==> config.mk <==
export PLATFORM = sky130hd
export DESIGN_NAME = exec_core
export DESIGN_NICKNAME = d
export VERILOG_FILES = /design/src/design/core_isa_pkg.sv /design/src/design/core_exec_pkg.sv /design/src/design/exec_ifs.sv /design/src/design/iteration_timer.sv /design/src/design/register_file.sv /design/src/design/alu_unit.sv /design/src/design/div_unit.sv /design/src/design/issue_control.sv /design/src/design/exec_core.sv
export SDC_FILE = /design/constraint.sdc
export NUM_CORES = 2
export LEC_CHECK = 0
export ABC_AREA = 1
export BUFFER_PORTS_ARGS = -buffer_cell sky130_fd_sc_hd__buf_2
export CAP_MARGIN = 20
export CORE_MARGIN = 1.5
export CORE_UTILIZATION = 30
export CTS_CLUSTER_SIZE = 40
export DETAILED_ROUTE_END_ITERATION = 10
export GPL_TIMING_DRIVEN = 1
export HOLD_SLACK_MARGIN = 0.05
export MAX_ROUTING_LAYER = met4
export SLEW_MARGIN = 5
export SYNTH_ARGS = -nofsm -noshare
export SYNTH_HDL_FRONTEND = slang
export SYNTH_SLANG_ARGS = --single-unit
==> constraint.sdc <==
create_clock -name clk -period 10.5 [get_ports clk]
set_clock_uncertainty 0.2 [all_clocks]
set_input_delay 2.1 -clock clk [delete_from_list [all_inputs] [get_ports clk]]
set_output_delay 2.1 -clock clk [all_outputs]
set_load 0.05 [all_outputs]
==> src/design/core_isa_pkg.sv <==
// --------------------------------------------------
// RV32 opcodes, funct7 and funct3 codes
// Instruction word union with R and I views
// --------------------------------------------------
`default_nettype none

package core_isa_pkg;

    // Major opcodes
    localparam logic [6:0] OPC_OP     = 7'b0110011;
    localparam logic [6:0] OPC_OP_IMM = 7'b0010011;

    // funct7 groups under OPC_OP
    localparam logic [6:0] FUNCT7_BASE   = 7'b0000000;
    localparam logic [6:0] FUNCT7_ALT    = 7'b0100000;
    localparam logic [6:0] FUNCT7_MULDIV = 7'b0000001;

    // Integer funct3 codes, shared by OP and OP-IMM
    localparam logic [2:0] F3_ADD_SUB = 3'b000;
    localparam logic [2:0] F3_SLL     = 3'b001;
    localparam logic [2:0] F3_SLT     = 3'b010;
    localparam logic [2:0] F3_SLTU    = 3'b011;
    localparam logic [2:0] F3_XOR     = 3'b100;
    localparam logic [2:0] F3_SR      = 3'b101;
    localparam logic [2:0] F3_OR      = 3'b110;
    localparam logic [2:0] F3_AND     = 3'b111;

    // Divide funct3 codes, upper half of the M group
    localparam logic [2:0] F3_DIV  = 3'b100;
    localparam logic [2:0] F3_DIVU = 3'b101;
    localparam logic [2:0] F3_REM  = 3'b110;
    localparam logic [2:0] F3_REMU = 3'b111;

    typedef struct packed {
        logic [6:0] funct7;
        logic [4:0] rs2;
        logic [4:0] rs1;
        logic [2:0] funct3;
        logic [4:0] rd;
        logic [6:0] opcode;
    } r_fmt_t;

    typedef struct packed {
        logic [11:0] imm12;
        logic [4:0]  rs1;
        logic [2:0]  funct3;
        logic [4:0]  rd;
        logic [6:0]  opcode;
    } i_fmt_t;

    // Same 32-bit word seen as R type or I type
    typedef union packed {
        r_fmt_t r;
        i_fmt_t i;
    } instr_t;

endpackage

`default_nettype wire

==> src/design/core_exec_pkg.sv <==
// --------------------------------------------------
// Unit select, ALU and divide operation codes
// Decoded issue record
// --------------------------------------------------
`default_nettype none

package core_exec_pkg;

    typedef enum logic {
        UNIT_ALU = 1'b0,
        UNIT_DIV = 1'b1
    } unit_id_t;

    typedef enum logic [3:0] {
        ALU_ADD,
        ALU_SUB,
        ALU_AND,
        ALU_OR,
        ALU_XOR,
        ALU_SLT,
        ALU_SLTU,
        ALU_SLL,
        ALU_SRL,
        ALU_SRA
    } alu_op_t;

    // Low two bits of the unit op field
    typedef struct packed {
        logic is_signed;
        logic is_rem;
    } div_op_t;

    // Held by the control FSM from decode to writeback
    typedef struct packed {
        unit_id_t    unit;
        alu_op_t     alu_op;
        div_op_t     div_op;
        logic        use_imm;
        logic [4:0]  rd;
        logic [31:0] imm;
    } issue_t;

endpackage

`default_nettype wire

==> src/design/exec_ifs.sv <==
// --------------------------------------------------
// Functional unit execute interface
// Register file access interface
// --------------------------------------------------
`timescale 1ns/1ps
`default_nettype none

interface func_unit_ex_if #(
    parameter int XLEN = 32
);
    logic            new_request;
    logic [3:0]      op;
    logic [XLEN-1:0] rs1_data;
    logic [XLEN-1:0] rs2_data;
    logic            ready;
    logic            done;
    logic [XLEN-1:0] result;

    // Control side, pulses new_request only while ready
    modport issue (
        output new_request, op, rs1_data, rs2_data,
        input  ready, done, result
    );

    // Unit side, done is a one-cycle pulse with result valid
    modport unit (
        input  new_request, op, rs1_data, rs2_data,
        output ready, done, result
    );
endinterface

interface rf_if #(
    parameter int XLEN = 32
);
    logic [4:0]      rs1_addr;
    logic [4:0]      rs2_addr;
    logic [XLEN-1:0] rs1_data;
    logic [XLEN-1:0] rs2_data;
    logic            we;
    logic [4:0]      rd;
    logic [XLEN-1:0] wdata;

    modport ctrl (output rs1_addr, rs2_addr, we, rd, wdata, input rs1_data, rs2_data);
    modport rf (input rs1_addr, rs2_addr, we, rd, wdata, output rs1_data, rs2_data);
endinterface

`default_nettype wire

==> src/design/iteration_timer.sv <==
// --------------------------------------------------
// Loadable down-counter, flags the final iteration
// --------------------------------------------------
`timescale 1ns/1ps
`default_nettype none

module iteration_timer #(
    parameter int LENGTH = 32
) (
    input  logic clk,
    input  logic rst_n,
    input  logic load,
    output logic last,
    output logic busy
);
    localparam int CW = (LENGTH > 1) ? $clog2(LENGTH) : 1;

    logic [CW-1:0] count;

    // Runs LENGTH cycles after the load edge
    always_ff @(posedge clk) begin
        if (!rst_n) begin
            busy  <= 1'b0;
            count <= '0;
        end else if (load) begin
            busy  <= 1'b1;
            count <= CW'(LENGTH - 1);
        end else if (busy) begin
            if (count == '0) begin
                busy <= 1'b0;
            end else begin
                count <= count - 1'b1;
            end
        end
    end

    assign last = busy && (count == '0);

endmodule

`default_nettype wire

==> src/design/register_file.sv <==
// --------------------------------------------------
// 32 x XLEN integer register file
// Two async read ports, one clocked write port
// --------------------------------------------------
`timescale 1ns/1ps
`default_nettype none

module register_file #(
    parameter int XLEN = 32
) (
    input  logic clk,
    input  logic rst_n,
    rf_if.rf     rf
);
    logic [XLEN-1:0] regs [32];

    // x0 stays zero since it is never written
    always_ff @(posedge clk) begin
        if (!rst_n) begin
            for (int i = 0; i < 32; i++) begin
                regs[i] <= '0;
            end
        end else if (rf.we && (rf.rd != 5'd0)) begin
            regs[rf.rd] <= rf.wdata;
        end
    end

    // Write shows up on reads the next cycle
    assign rf.rs1_data = regs[rf.rs1_addr];
    assign rf.rs2_data = regs[rf.rs2_addr];

endmodule

`default_nettype wire

==> src/design/alu_unit.sv <==
// --------------------------------------------------
// Single-cycle integer ALU
// Arithmetic, logic, compares and shifts
// --------------------------------------------------
`timescale 1ns/1ps
`default_nettype none

module alu_unit #(
    parameter int XLEN = 32
) (
    input  logic         clk,
    input  logic         rst_n,
    func_unit_ex_if.unit ex
);
    localparam int SHW = $clog2(XLEN);

    core_exec_pkg::alu_op_t op;
    logic [SHW-1:0]         shamt;
    logic [XLEN-1:0]        alu_out;

    assign op    = core_exec_pkg::alu_op_t'(ex.op);
    // Low log2(XLEN) bits only
    assign shamt = ex.rs2_data[SHW-1:0];

    always_comb begin
        case (op)
            core_exec_pkg::ALU_ADD:  alu_out = ex.rs1_data + ex.rs2_data;
            core_exec_pkg::ALU_SUB:  alu_out = ex.rs1_data - ex.rs2_data;
            core_exec_pkg::ALU_AND:  alu_out = ex.rs1_data & ex.rs2_data;
            core_exec_pkg::ALU_OR:   alu_out = ex.rs1_data | ex.rs2_data;
            core_exec_pkg::ALU_XOR:  alu_out = ex.rs1_data ^ ex.rs2_data;
            core_exec_pkg::ALU_SLT:  alu_out = XLEN'($signed(ex.rs1_data) < $signed(ex.rs2_data));
            core_exec_pkg::ALU_SLTU: alu_out = XLEN'(ex.rs1_data < ex.rs2_data);
            core_exec_pkg::ALU_SLL:  alu_out = ex.rs1_data << shamt;
            core_exec_pkg::ALU_SRL:  alu_out = ex.rs1_data >> shamt;
            core_exec_pkg::ALU_SRA:  alu_out = XLEN'($signed(ex.rs1_data) >>> shamt);
            default:                 alu_out = '0;
        endcase
    end

    // Result comes back the cycle after the request, so never busy
    assign ex.ready = 1'b1;

    always_ff @(posedge clk) begin
        if (!rst_n) begin
            ex.done <= 1'b0;
        end else begin
            ex.done <= ex.new_request;
        end
    end

    always_ff @(posedge clk) begin
        if (ex.new_request) begin
            ex.result <= alu_out;
        end
    end

endmodule

`default_nettype wire

==> src/design/div_unit.sv <==
// --------------------------------------------------
// Restoring shift-subtract divider at one bit per cycle
// DIV, DIVU, REM, REMU with RISC-V corner results
// --------------------------------------------------
`timescale 1ns/1ps
`default_nettype none

module div_unit #(
    parameter int XLEN = 32
) (
    input  logic         clk,
    input  logic         rst_n,
    func_unit_ex_if.unit ex
);
    core_exec_pkg::div_op_t op_in;
    logic                   is_rem_q;
    logic                   a_neg;
    logic                   b_neg;
    logic [XLEN-1:0]        a_abs;
    logic [XLEN-1:0]        b_abs;
    logic [XLEN-1:0]        divisor_q;
    logic [XLEN-1:0]        quo_q;
    logic [XLEN-1:0]        rem_q;
    logic                   neg_quo_q;
    logic                   neg_rem_q;
    logic [XLEN:0]          shifted;
    logic [XLEN:0]          diff;
    logic [XLEN-1:0]        quo_next;
    logic [XLEN-1:0]        rem_next;
    logic [XLEN-1:0]        quo_final;
    logic [XLEN-1:0]        rem_final;
    logic                   timer_last;
    logic                   timer_busy;

    // Magnitudes of the operands for signed ops
    assign op_in = ex.op[1:0];
    assign a_neg = op_in.is_signed && ex.rs1_data[XLEN-1];
    assign b_neg = op_in.is_signed && ex.rs2_data[XLEN-1];
    assign a_abs = a_neg ? -ex.rs1_data : ex.rs1_data;
    assign b_abs = b_neg ? -ex.rs2_data : ex.rs2_data;

    iteration_timer #(
        .LENGTH(XLEN)
    ) i_iteration_timer (
        .clk  (clk),
        .rst_n(rst_n),
        .load (ex.new_request),
        .last (timer_last),
        .busy (timer_busy)
    );

    // One restoring step as dividend bits shift out of quo_q
    assign shifted  = {rem_q, quo_q[XLEN-1]};
    assign diff     = shifted - {1'b0, divisor_q};
    // Top bit of diff set means the subtract borrowed
    assign rem_next = diff[XLEN] ? shifted[XLEN-1:0] : diff[XLEN-1:0];
    assign quo_next = {quo_q[XLEN-2:0], ~diff[XLEN]};

    // Sign fix after the last step
    assign quo_final = neg_quo_q ? -quo_next : quo_next;
    assign rem_final = neg_rem_q ? -rem_next : rem_next;

    always_ff @(posedge clk) begin
        if (ex.new_request) begin
            is_rem_q  <= op_in.is_rem;
            divisor_q <= b_abs;
            quo_q     <= a_abs;
            rem_q     <= '0;
            // Divide by zero keeps the all-ones quotient unsigned
            neg_quo_q <= (a_neg ^ b_neg) && (ex.rs2_data != '0);
            // Remainder takes the dividend sign so x/0 returns x
            neg_rem_q <= a_neg;
        end else if (timer_busy) begin
            quo_q <= quo_next;
            rem_q <= rem_next;
        end
        // Most negative / -1 falls out as quotient = dividend and remainder 0
        if (timer_last) begin
            ex.result <= is_rem_q ? rem_final : quo_final;
        end
    end

    always_ff @(posedge clk) begin
        if (!rst_n) begin
            ex.done  <= 1'b0;
            ex.ready <= 1'b1;
        end else begin
            ex.done <= timer_last;
            if (ex.new_request) begin
                ex.ready <= 1'b0;
            end else if (timer_last) begin
                ex.ready <= 1'b1;
            end
        end
    end

endmodule

`default_nettype wire

==> src/design/issue_control.sv <==
// --------------------------------------------------
// Control FSM for the four-phase fetch handshake
// Decode, issue to ALU or divider, writeback
// --------------------------------------------------
`timescale 1ns/1ps
`default_nettype none

module issue_control #(
    parameter int XLEN = 32
) (
    input  logic                 clk,
    input  logic                 rst_n,
    input  logic                 instr_req,
    input  core_isa_pkg::instr_t instr,
    output logic                 instr_ack,
    output logic                 wb_valid,
    output logic                 illegal,
    output logic [4:0]           wb_rd,
    output logic [XLEN-1:0]      wb_data,
    func_unit_ex_if.issue        alu_ex,
    func_unit_ex_if.issue        div_ex,
    rf_if.ctrl                   rf
);
    typedef enum logic [2:0] {IDLE, DECODE, ISSUE, WAIT, WRITE, ACK, RELEASE} state_t;

    state_t                state;
    core_exec_pkg::issue_t dec;
    core_exec_pkg::issue_t issue_q;
    logic                  dec_illegal;
    logic                  illegal_q;
    logic                  to_div;
    logic                  unit_ready;
    logic                  unit_done;
    logic [XLEN-1:0]       operand_b;
    logic [XLEN-1:0]       result_q;

    // Decode straight off the request word, held stable until ack
    always_comb begin
        dec         = '0;
        dec.rd      = instr.r.rd;
        dec.imm     = {{20{instr.i.imm12[11]}}, instr.i.imm12};
        dec_illegal = 1'b0;
        case (instr.r.opcode)
            core_isa_pkg::OPC_OP: begin
                if (instr.r.funct7 == core_isa_pkg::FUNCT7_BASE) begin
                    case (instr.r.funct3)
                        core_isa_pkg::F3_ADD_SUB: dec.alu_op = core_exec_pkg::ALU_ADD;
                        core_isa_pkg::F3_SLL:     dec.alu_op = core_exec_pkg::ALU_SLL;
                        core_isa_pkg::F3_SLT:     dec.alu_op = core_exec_pkg::ALU_SLT;
                        core_isa_pkg::F3_SLTU:    dec.alu_op = core_exec_pkg::ALU_SLTU;
                        core_isa_pkg::F3_XOR:     dec.alu_op = core_exec_pkg::ALU_XOR;
                        core_isa_pkg::F3_SR:      dec.alu_op = core_exec_pkg::ALU_SRL;
                        core_isa_pkg::F3_OR:      dec.alu_op = core_exec_pkg::ALU_OR;
                        core_isa_pkg::F3_AND:     dec.alu_op = core_exec_pkg::ALU_AND;
                    endcase
                end else if (instr.r.funct7 == core_isa_pkg::FUNCT7_ALT) begin
                    // Only SUB and SRA live in the alternate group
                    if (instr.r.funct3 == core_isa_pkg::F3_ADD_SUB) begin
                        dec.alu_op = core_exec_pkg::ALU_SUB;
                    end else if (instr.r.funct3 == core_isa_pkg::F3_SR) begin
                        dec.alu_op = core_exec_pkg::ALU_SRA;
                    end else begin
                        dec_illegal = 1'b1;
                    end
                end else if (instr.r.funct7 == core_isa_pkg::FUNCT7_MULDIV) begin
                    dec.unit = core_exec_pkg::UNIT_DIV;
                    case (instr.r.funct3)
                        core_isa_pkg::F3_DIV:  dec.div_op = '{is_signed: 1'b1, is_rem: 1'b0};
                        core_isa_pkg::F3_DIVU: dec.div_op = '{is_signed: 1'b0, is_rem: 1'b0};
                        core_isa_pkg::F3_REM:  dec.div_op = '{is_signed: 1'b1, is_rem: 1'b1};
                        core_isa_pkg::F3_REMU: dec.div_op = '{is_signed: 1'b0, is_rem: 1'b1};
                        // MUL half of the M group is not built
                        default:               dec_illegal = 1'b1;
                    endcase
                end else begin
                    dec_illegal = 1'b1;
                end
            end
            core_isa_pkg::OPC_OP_IMM: begin
                dec.use_imm = 1'b1;
                case (instr.i.funct3)
                    core_isa_pkg::F3_ADD_SUB: dec.alu_op = core_exec_pkg::ALU_ADD;
                    core_isa_pkg::F3_SLT:     dec.alu_op = core_exec_pkg::ALU_SLT;
                    core_isa_pkg::F3_XOR:     dec.alu_op = core_exec_pkg::ALU_XOR;
                    core_isa_pkg::F3_OR:      dec.alu_op = core_exec_pkg::ALU_OR;
                    core_isa_pkg::F3_AND:     dec.alu_op = core_exec_pkg::ALU_AND;
                    default:                  dec_illegal = 1'b1;
                endcase
            end
            default: dec_illegal = 1'b1;
        endcase
    end

    // Selected unit handshake
    assign to_div     = (issue_q.unit == core_exec_pkg::UNIT_DIV);
    assign unit_ready = to_div ? div_ex.ready : alu_ex.ready;
    assign unit_done  = to_div ? div_ex.done : alu_ex.done;

    // Immediate replaces rs2 for OP-IMM
    assign operand_b = issue_q.use_imm ? XLEN'($signed(issue_q.imm)) : rf.rs2_data;

    assign alu_ex.new_request = (state == ISSUE) && unit_ready && !to_div;
    assign alu_ex.op          = issue_q.alu_op;
    assign alu_ex.rs1_data    = rf.rs1_data;
    assign alu_ex.rs2_data    = operand_b;
    assign div_ex.new_request = (state == ISSUE) && unit_ready && to_div;
    assign div_ex.op          = {2'b00, issue_q.div_op};
    assign div_ex.rs1_data    = rf.rs1_data;
    assign div_ex.rs2_data    = operand_b;

    // Register file reads and the single write
    assign rf.rs1_addr = instr.r.rs1;
    assign rf.rs2_addr = instr.r.rs2;
    assign rf.we       = wb_valid;
    assign rf.rd       = issue_q.rd;
    assign rf.wdata    = result_q;

    // x0 writes and illegal words are silent
    assign wb_valid  = (state == WRITE) && !illegal_q && (issue_q.rd != 5'd0);
    assign wb_rd     = issue_q.rd;
    assign wb_data   = result_q;
    assign instr_ack = (state == ACK) || (state == RELEASE);

    always_ff @(posedge clk) begin
        if (!rst_n) begin
            state     <= IDLE;
            illegal_q <= 1'b0;
            illegal   <= 1'b0;
        end else begin
            // Pulse lines up with the rising ack
            illegal <= (state == WRITE) && illegal_q;
            case (state)
                IDLE: begin
                    if (instr_req) begin
                        state <= DECODE;
                    end
                end
                DECODE: begin
                    illegal_q <= dec_illegal;
                    state     <= dec_illegal ? WRITE : ISSUE;
                end
                ISSUE: begin
                    if (unit_ready) begin
                        state <= WAIT;
                    end
                end
                WAIT: begin
                    if (unit_done) begin
                        state <= WRITE;
                    end
                end
                WRITE: state <= ACK;
                ACK: begin
                    if (!instr_req) begin
                        state <= RELEASE;
                    end
                end
                default: state <= IDLE;
            endcase
        end
    end

    // Issue record and unit result
    always_ff @(posedge clk) begin
        if (state == DECODE) begin
            issue_q <= dec;
        end
        if ((state == WAIT) && unit_done) begin
            result_q <= to_div ? div_ex.result : alu_ex.result;
        end
    end

endmodule

`default_nettype wire

==> src/design/exec_core.sv <==
// --------------------------------------------------
// Execution back end top level
// Control FSM, ALU, divider and register file
// --------------------------------------------------
`timescale 1ns/1ps
`default_nettype none

module exec_core #(
    parameter int XLEN = 32
) (
    input  logic            clk,
    input  logic            rst_n,
    input  logic            instr_req,
    input  logic [31:0]     instr,
    output logic            instr_ack,
    output logic            wb_valid,
    output logic [4:0]      wb_rd,
    output logic [XLEN-1:0] wb_data,
    output logic            illegal
);
    // Unit execute links and register file access
    func_unit_ex_if #(.XLEN(XLEN)) alu_ex ();
    func_unit_ex_if #(.XLEN(XLEN)) div_ex ();
    rf_if #(.XLEN(XLEN)) rf ();

    issue_control #(
        .XLEN(XLEN)
    ) i_issue_control (.*);

    register_file #(
        .XLEN(XLEN)
    ) i_register_file (.*);

    alu_unit #(
        .XLEN(XLEN)
    ) i_alu_unit (.*, .ex(alu_ex));

    div_unit #(
        .XLEN(XLEN)
    ) i_div_unit (.*, .ex(div_ex));

endmodule

`default_nettype wire

* Word-level counts from Yosys, hierarchy flattened
Memory sizes are Yosys's and may differ from the RTL's.
Cells that the tools add are included.
** Word-level totals
- Register bits after elaboration :: 234
- Bits in writable memories :: 1024
- Bits in read-only memories :: 32
- Output and inout port bits :: 40
- Logic and storage cells :: 157
- Memories kept :: 2
** Memories
- i_register_file.regs :: depth 32, bits a word 32, rd ports 2, clocked after Yosys merged registers in 0, wr ports 32, line register_file.sv:15 : logic [XLEN-1:0] regs [32];
- (no name shown) :: depth 8, bits a word 4, rd ports 1, clocked after Yosys merged registers in 0, wr ports 0, line issue_control.sv:46 : case (instr.r.funct3)
** Operators by class
- Add/sub/neg operators :: 8
- Magnitude comparators :: 2
- Equal/unequal tests :: 29
- Shift operators :: 3
- Mux-type cells :: 51
- Bitwise gates (word level) :: 7
- Reduce and logical (&&, ||, !) cells :: 31
** Operator list (count)
- 32-bit two-way mux :: 11
- 32-bit one-hot mux with 10 select lines :: 1
- 32-bit negation :: 4
- 32-bit < comparator :: 2
- 33-bit by 32-bit subtractor with 33-bit output :: 1
- 32-bit adder :: 1
- 32-bit bitwise AND :: 1
- 32-bit OR :: 1
- 32-bit nonzero test :: 1
- 32-bit OR reduction :: 1
- 32-bit by 5-bit left shift with 32-bit output :: 1
- 32-bit by 5-bit >> shifter with 32-bit output :: 1
- 32-bit by 5-bit >>> shifter with 32-bit output :: 1
- 32-bit subtractor :: 1
- 32-bit XOR :: 1
- 3-bit equality test (second input constant) :: 7
- 1-bit two-way mux :: 21
- 5-bit two-way mux :: 4
- 3-bit one-hot mux with 6 select lines :: 1
- 4-bit by 3-bit equality test with 1-bit output (second input constant) :: 4
- 4-bit two-way mux :: 4
- 3-bit two-way mux :: 5
- 7-bit by 6-bit equality test with 1-bit output (second input constant) :: 2
- 1-bit logical AND :: 12
- 29 further kinds :: 42

* Logic depth before layout (Yosys ltp)
- Word-level depth :: 9
- Gate-level depth with buffers :: 32

* Cells and area by module
Synthesis repeated with hierarchy kept, for this count alone.
** Second synthesis, totals
- Cells, all modules :: 11481
- Area, all modules :: 83460.0 µm²
** Modules (own cells, without submodules)
- register_file :: times used 1, cells an instance 7191, area an instance 56723.2 µm²
- alu_unit :: times used 1, cells an instance 2144, area an instance 11215.8 µm²
- div_unit :: times used 1, cells an instance 1600, area an instance 10886.7 µm²
- issue_control :: times used 1, cells an instance 496, area an instance 4301.6 µm²
- iteration_timer :: times used 1, cells an instance 50, area an instance 332.8 µm²

* Least setup slack after synthesis
Ideal clock, no wire load.
- Path type :: input port to flip-flop
- From :: input instr[20]
- To :: register i_alu_unit.ex.result[0] (data pin)
- Setup time :: 0.253 ns
- Arrival :: 5.449 ns
- Path slack :: 4.598 ns
- Stages on the path :: 23
- Cells stage by stage :: inv_2 -> buf_6 -> buf_6 -> buf_6 -> buf_4 -> buf_2 -> clkbuf_1 -> nor2_1 -> o221ai_1 -> nand3_1 -> o211ai_1 -> nand3_1 -> nand2_1 -> inv_1 -> ha_1 -> clkbuf_1 -> inv_1 -> a21oi_1 -> nor3_1 -> a2111oi_0 -> nand3_1 -> nand3_1 -> nand2_1
** On the way
- Longest elaborated chain between the ends :: 4
- Elaborated cells between the ends (all ways) :: 13
- Those cells by class :: add/sub: 2; order compare: 2; shift: 3; mux: 2; bitwise: 3; memory: 1
** RTL lines
- start, declared :: line exec_core.sv:14 : input logic [31:0] instr,
- memory 32 x 32 bit (*)
- 32-bit two-way mux (*) :: line issue_control.sv:100 : assign operand_b = issue_q.use_imm ? XLEN'($signed(issue_q.imm)) : rf.rs2_data;
- 32-bit subtractor, or another cell as far along :: line alu_unit.sv:28 : core_exec_pkg::ALU_SUB: alu_out = ex.rs1_data - ex.rs2_data;
- 32-bit one-hot mux with 10 select lines (*) :: line alu_unit.sv:26 : case (op)
- net i_alu_unit.alu_out[0] :: line alu_unit.sv:19 : logic [XLEN-1:0] alu_out;
- end signal, assigned :: line alu_unit.sv:54 : ex.result <= alu_out;
- end, declared :: line exec_ifs.sv:28 : output ready, done, result
The timed path passes the listed nets; every way through them passes the cells marked *.
A chain may end at the register's enable or synchronous reset.

* Worst setup path after layout
- From :: input instr[20]
- To :: register i_alu_unit.ex.result[23] (data pin)
** On the way
- Longest elaborated chain between the ends :: 4
- Elaborated cells between the ends (all ways) :: 11
- Those cells by class :: add/sub: 2; shift: 3; mux: 2; bitwise: 3; memory: 1
** RTL lines (line)
- memory 32 x 32 bit (*)
- 32-bit two-way mux (*) :: issue_control.sv:100
- 32-bit subtractor, or another cell as far along :: alu_unit.sv:28
- 32-bit one-hot mux with 10 select lines (*) :: alu_unit.sv:26
- net i_alu_unit.alu_out[23] :: alu_unit.sv:19
Marks and branches as above.

==> impl_metrics.tcl <==
set metrics [dict create \
    cts_buffers 150 \
    yosys_most_used_dff "edfxtp_1" \
    run_status "complete, no violations" \
    timing.final.ws_setup_ns 3.07 \
    critical_path_arrival_ns 7.80 \
    hold_end "i_issue_control.illegal_q$_SDFFE_PN0N_" \
    cts_root_buf "clkbuf_16" \
    worstSetupPathType "in2reg" \
    vias 79317 \
    setup_viol 0 \
    ys_types 74 \
    synth_cells 10639 \
    slew_viol_final 0 \
    dp.cells 13716 \
    vias_per_cell 5.67 \
    cts_resized 0 \
    drt_iter0_drc 12563 \
    cap_violations 0 \
    multi_input_area_mm2 0.0375 \
    die_w_um 523 \
    hp-start "i_issue_control.illegal_q$_SDFFE_PN0N_" \
    die_h_um 523 \
    cp_top_family "buffers and inverters" \
    worst-path-buf-inv 8 \
    grt_usage 0.274 \
    holdBufCountCts 0 \
    initial_core_util 0.302 \
    core_mm2 0.268 \
    rsz0062_at_grt "no" \
    routed_wl_um 376000 \
    critPathCaptureType "flip-flop" \
    yosysMostFrequentCell "nand2_1" \
    syn_area_mm2 0.0811 \
    clock_path_buffers 4 \
    synth.top_cells.by_count "2,521 x nand2_1, 1,773 x nor2_1, 1,365 x nand3_1" \
    clk_latency_ns 0.89 \
    place_area_mm2 0.0842 \
    grt_overflow 0 \
    port_buffers 74 \
    drtAntennaViolNets 0 \
    yosys-top-cells-area "edfxtp_1 45%, nand2_1 12%, nand3_1 8.4%, nor2_1 8.2%, o21ai_0 4.2%" \
    r2r_slack_ns 4.73 \
    cp_max_fo 134 \
    layout-drive-gt1-share 0.0719 \
    slew-limit-headroom 0.199 \
    timing.rr.end "i_div_unit.ex.result[28]$_DFFE_PP_" \
    period_needed_ns 7.43 \
    wl_per_cell_um 26.9 \
    yosysSeqAreaShare 0.460 \
    cp-start-kind "primary input" \
    hold_viol_final 0 \
    synth_top_area_share 0.449 \
    gp_congestion 1.09 \
    final_nets 10497 \
    r2r-start "i_div_unit.quo_q[31]$_DFFE_PP_" \
    hpwlAfterDp_um 244000 \
    synth_edf_count 1212 \
    synth_warnings 0 \
    final_cells 13980 \
    cts.sinks 1258 \
    synth_seq_cells 1258 \
    n_fill_cell 28252 \
    cts_tree "yes" \
    grt_pass1_vias 71773 \
    ys_async_sr_fraction 0 \
    hold_path_depth 2 \
    die-area_mm2 0.273 \
    power_uw 16800 \
    irDropWorstVdd_v 0.000132 \
    grt_pass1_wl_um 528000 \
    crit_slowest_cell "buf_8" \
    timing.final.crit_share 0.708 \
    grt_max_degree 168 \
    worst_pin_slew_ns 1.20 \
    yosys.area.top_type "edfxtp_1" \
    final_cell_area_mm2 0.0888 \
    cts_setup_buffers 0 \
    cp_slowest_stage_delay_ns 0.54 \
    grt_antenna_before_repair 20 \
    worst-r2r-cell-count 29 \
    clk_pin_slew_ns 0.07 \
    hp-class "reg2reg" \
    first_pass_iters 7 \
    seq_area_mm2 0.0373 \
    io_pins 75 \
    layout-area-overhead-vs-synth_pct 9.50 \
    post-route-drc-count 0 \
    leakage_uw 0.0363 \
    crit_required_ns 10.87 \
    synth_area_per_cell_um2 7.62 \
    htreeDepth 4 \
    post-place-ws_ns 2.48 \
    power_density_mw_per_mm2 190 \
    max_freq_mhz 135 \
    tns_ns 0 \
    rows 190 \
]
area by class of cell:
class | instances | area share
inverter | 723 | 0.0312
sequential | 1258 | 0.420
timing repair buffer | 272 | 0.0249
clock inverter | 69 | 0.00604
clock buffer | 182 | 0.0449
antenna | 9 | 0.000254
multi-input combinational | 7915 | 0.422
tap | 3552 | 0.0501
through the flow:
step / util / hold slack [ns]
after global placement: 0.314 / 0.267
after detailed placement: 0.314 / 0.274
final: 0.331 / 0.283
after CTS: 0.330 / 0.288
after global routing: 0.331 / 0.297
after floorplan: - / 0.200
worst max-delay path by stage:
stage | startpoint | endpoint | slack [ns] | cells past startpoint
after global placement | instr[20] | i_alu_unit.ex.result[16]$_DFFE_PP_ | 2.39 | 19
after global routing | instr[20] | i_alu_unit.ex.result[0]$_DFFE_PP_ | 2.83 | 23
after CTS | instr[20] | i_alu_unit.ex.result[23]$_DFFE_PP_ | 3.34 | 25
after detailed placement | instr[20] | i_alu_unit.ex.result[23]$_DFFE_PP_ | 2.48 | 25
after floorplan | instr[20] | i_alu_unit.ex.result[0]$_DFFE_PP_ | 4.60 | 23
final | instr[20] | i_alu_unit.ex.result[23]$_DFFE_PP_ | 3.07 | 25
worst min-delay path, cell delays in order (launching register included):
cell,delay (ns)
dfxtp_1,0.32
nand2_1,0.06
a21oi_1,0.06
sequential cells by signal, indices dropped and copies added, names as in the netlist, 13 cells and up:
| signal | cells |
|---|---|
| i_alu_unit.ex.result | 32 |
| i_register_file.regs | 1024 |
| i_issue_control.rf.wdata | 32 |
| i_issue_control.issue_q | 13 |
| i_div_unit.divisor_q | 32 |
| i_div_unit.rem_q | 32 |
| i_div_unit.quo_q | 32 |
| i_div_unit.ex.result | 32 |
power breakdown:
group | switching [uW] | internal [uW]
registers | 170 | 5790
logic | 4340 | 1430
clock network | 2240 | 2860
total | 6750 | 10100
cells by family after synthesis:
kind of cell	count (synthesis)	share of synthesized area
AO/OA/AOI/OAI	1696	0.118
flip-flops	1258	0.460
AND/OR/NAND/NOR	5957	0.308
other	1	0.0000462
buffers and inverters	1497	0.0813
multiplexers	33	0.00457
adder cells (fa/ha/maj)	142	0.0222
XOR/XNOR	55	0.00594
metal layers:
metal / vias to the layer above / global-route usage / routed length, um
met2: 5514 / 0.389 / 158000
met3: 933 / 0.0606 / 45600
met4: 0 / 0.155 / 24600
met5: - / - / 0
li1: 35186 / - / -
met1: 37684 / 0.358 / 148000
cells in the final DEF (no fill, tap or decap), types with 87 or more instances in the layout:
cell type	n
nand2_1	2465
o21ai_0	680
nor2_1	1768
ha_1	139
a21oi_1	424
nand2_2	104
nand3_1	1364
edfxtp_1	1212
inv_1	666
o22ai_1	87
clkbuf_16	154
o221ai_1	110
buf_4	175
o21ai_1	197
Note: power is estimated with default switching activity, not from simulation.
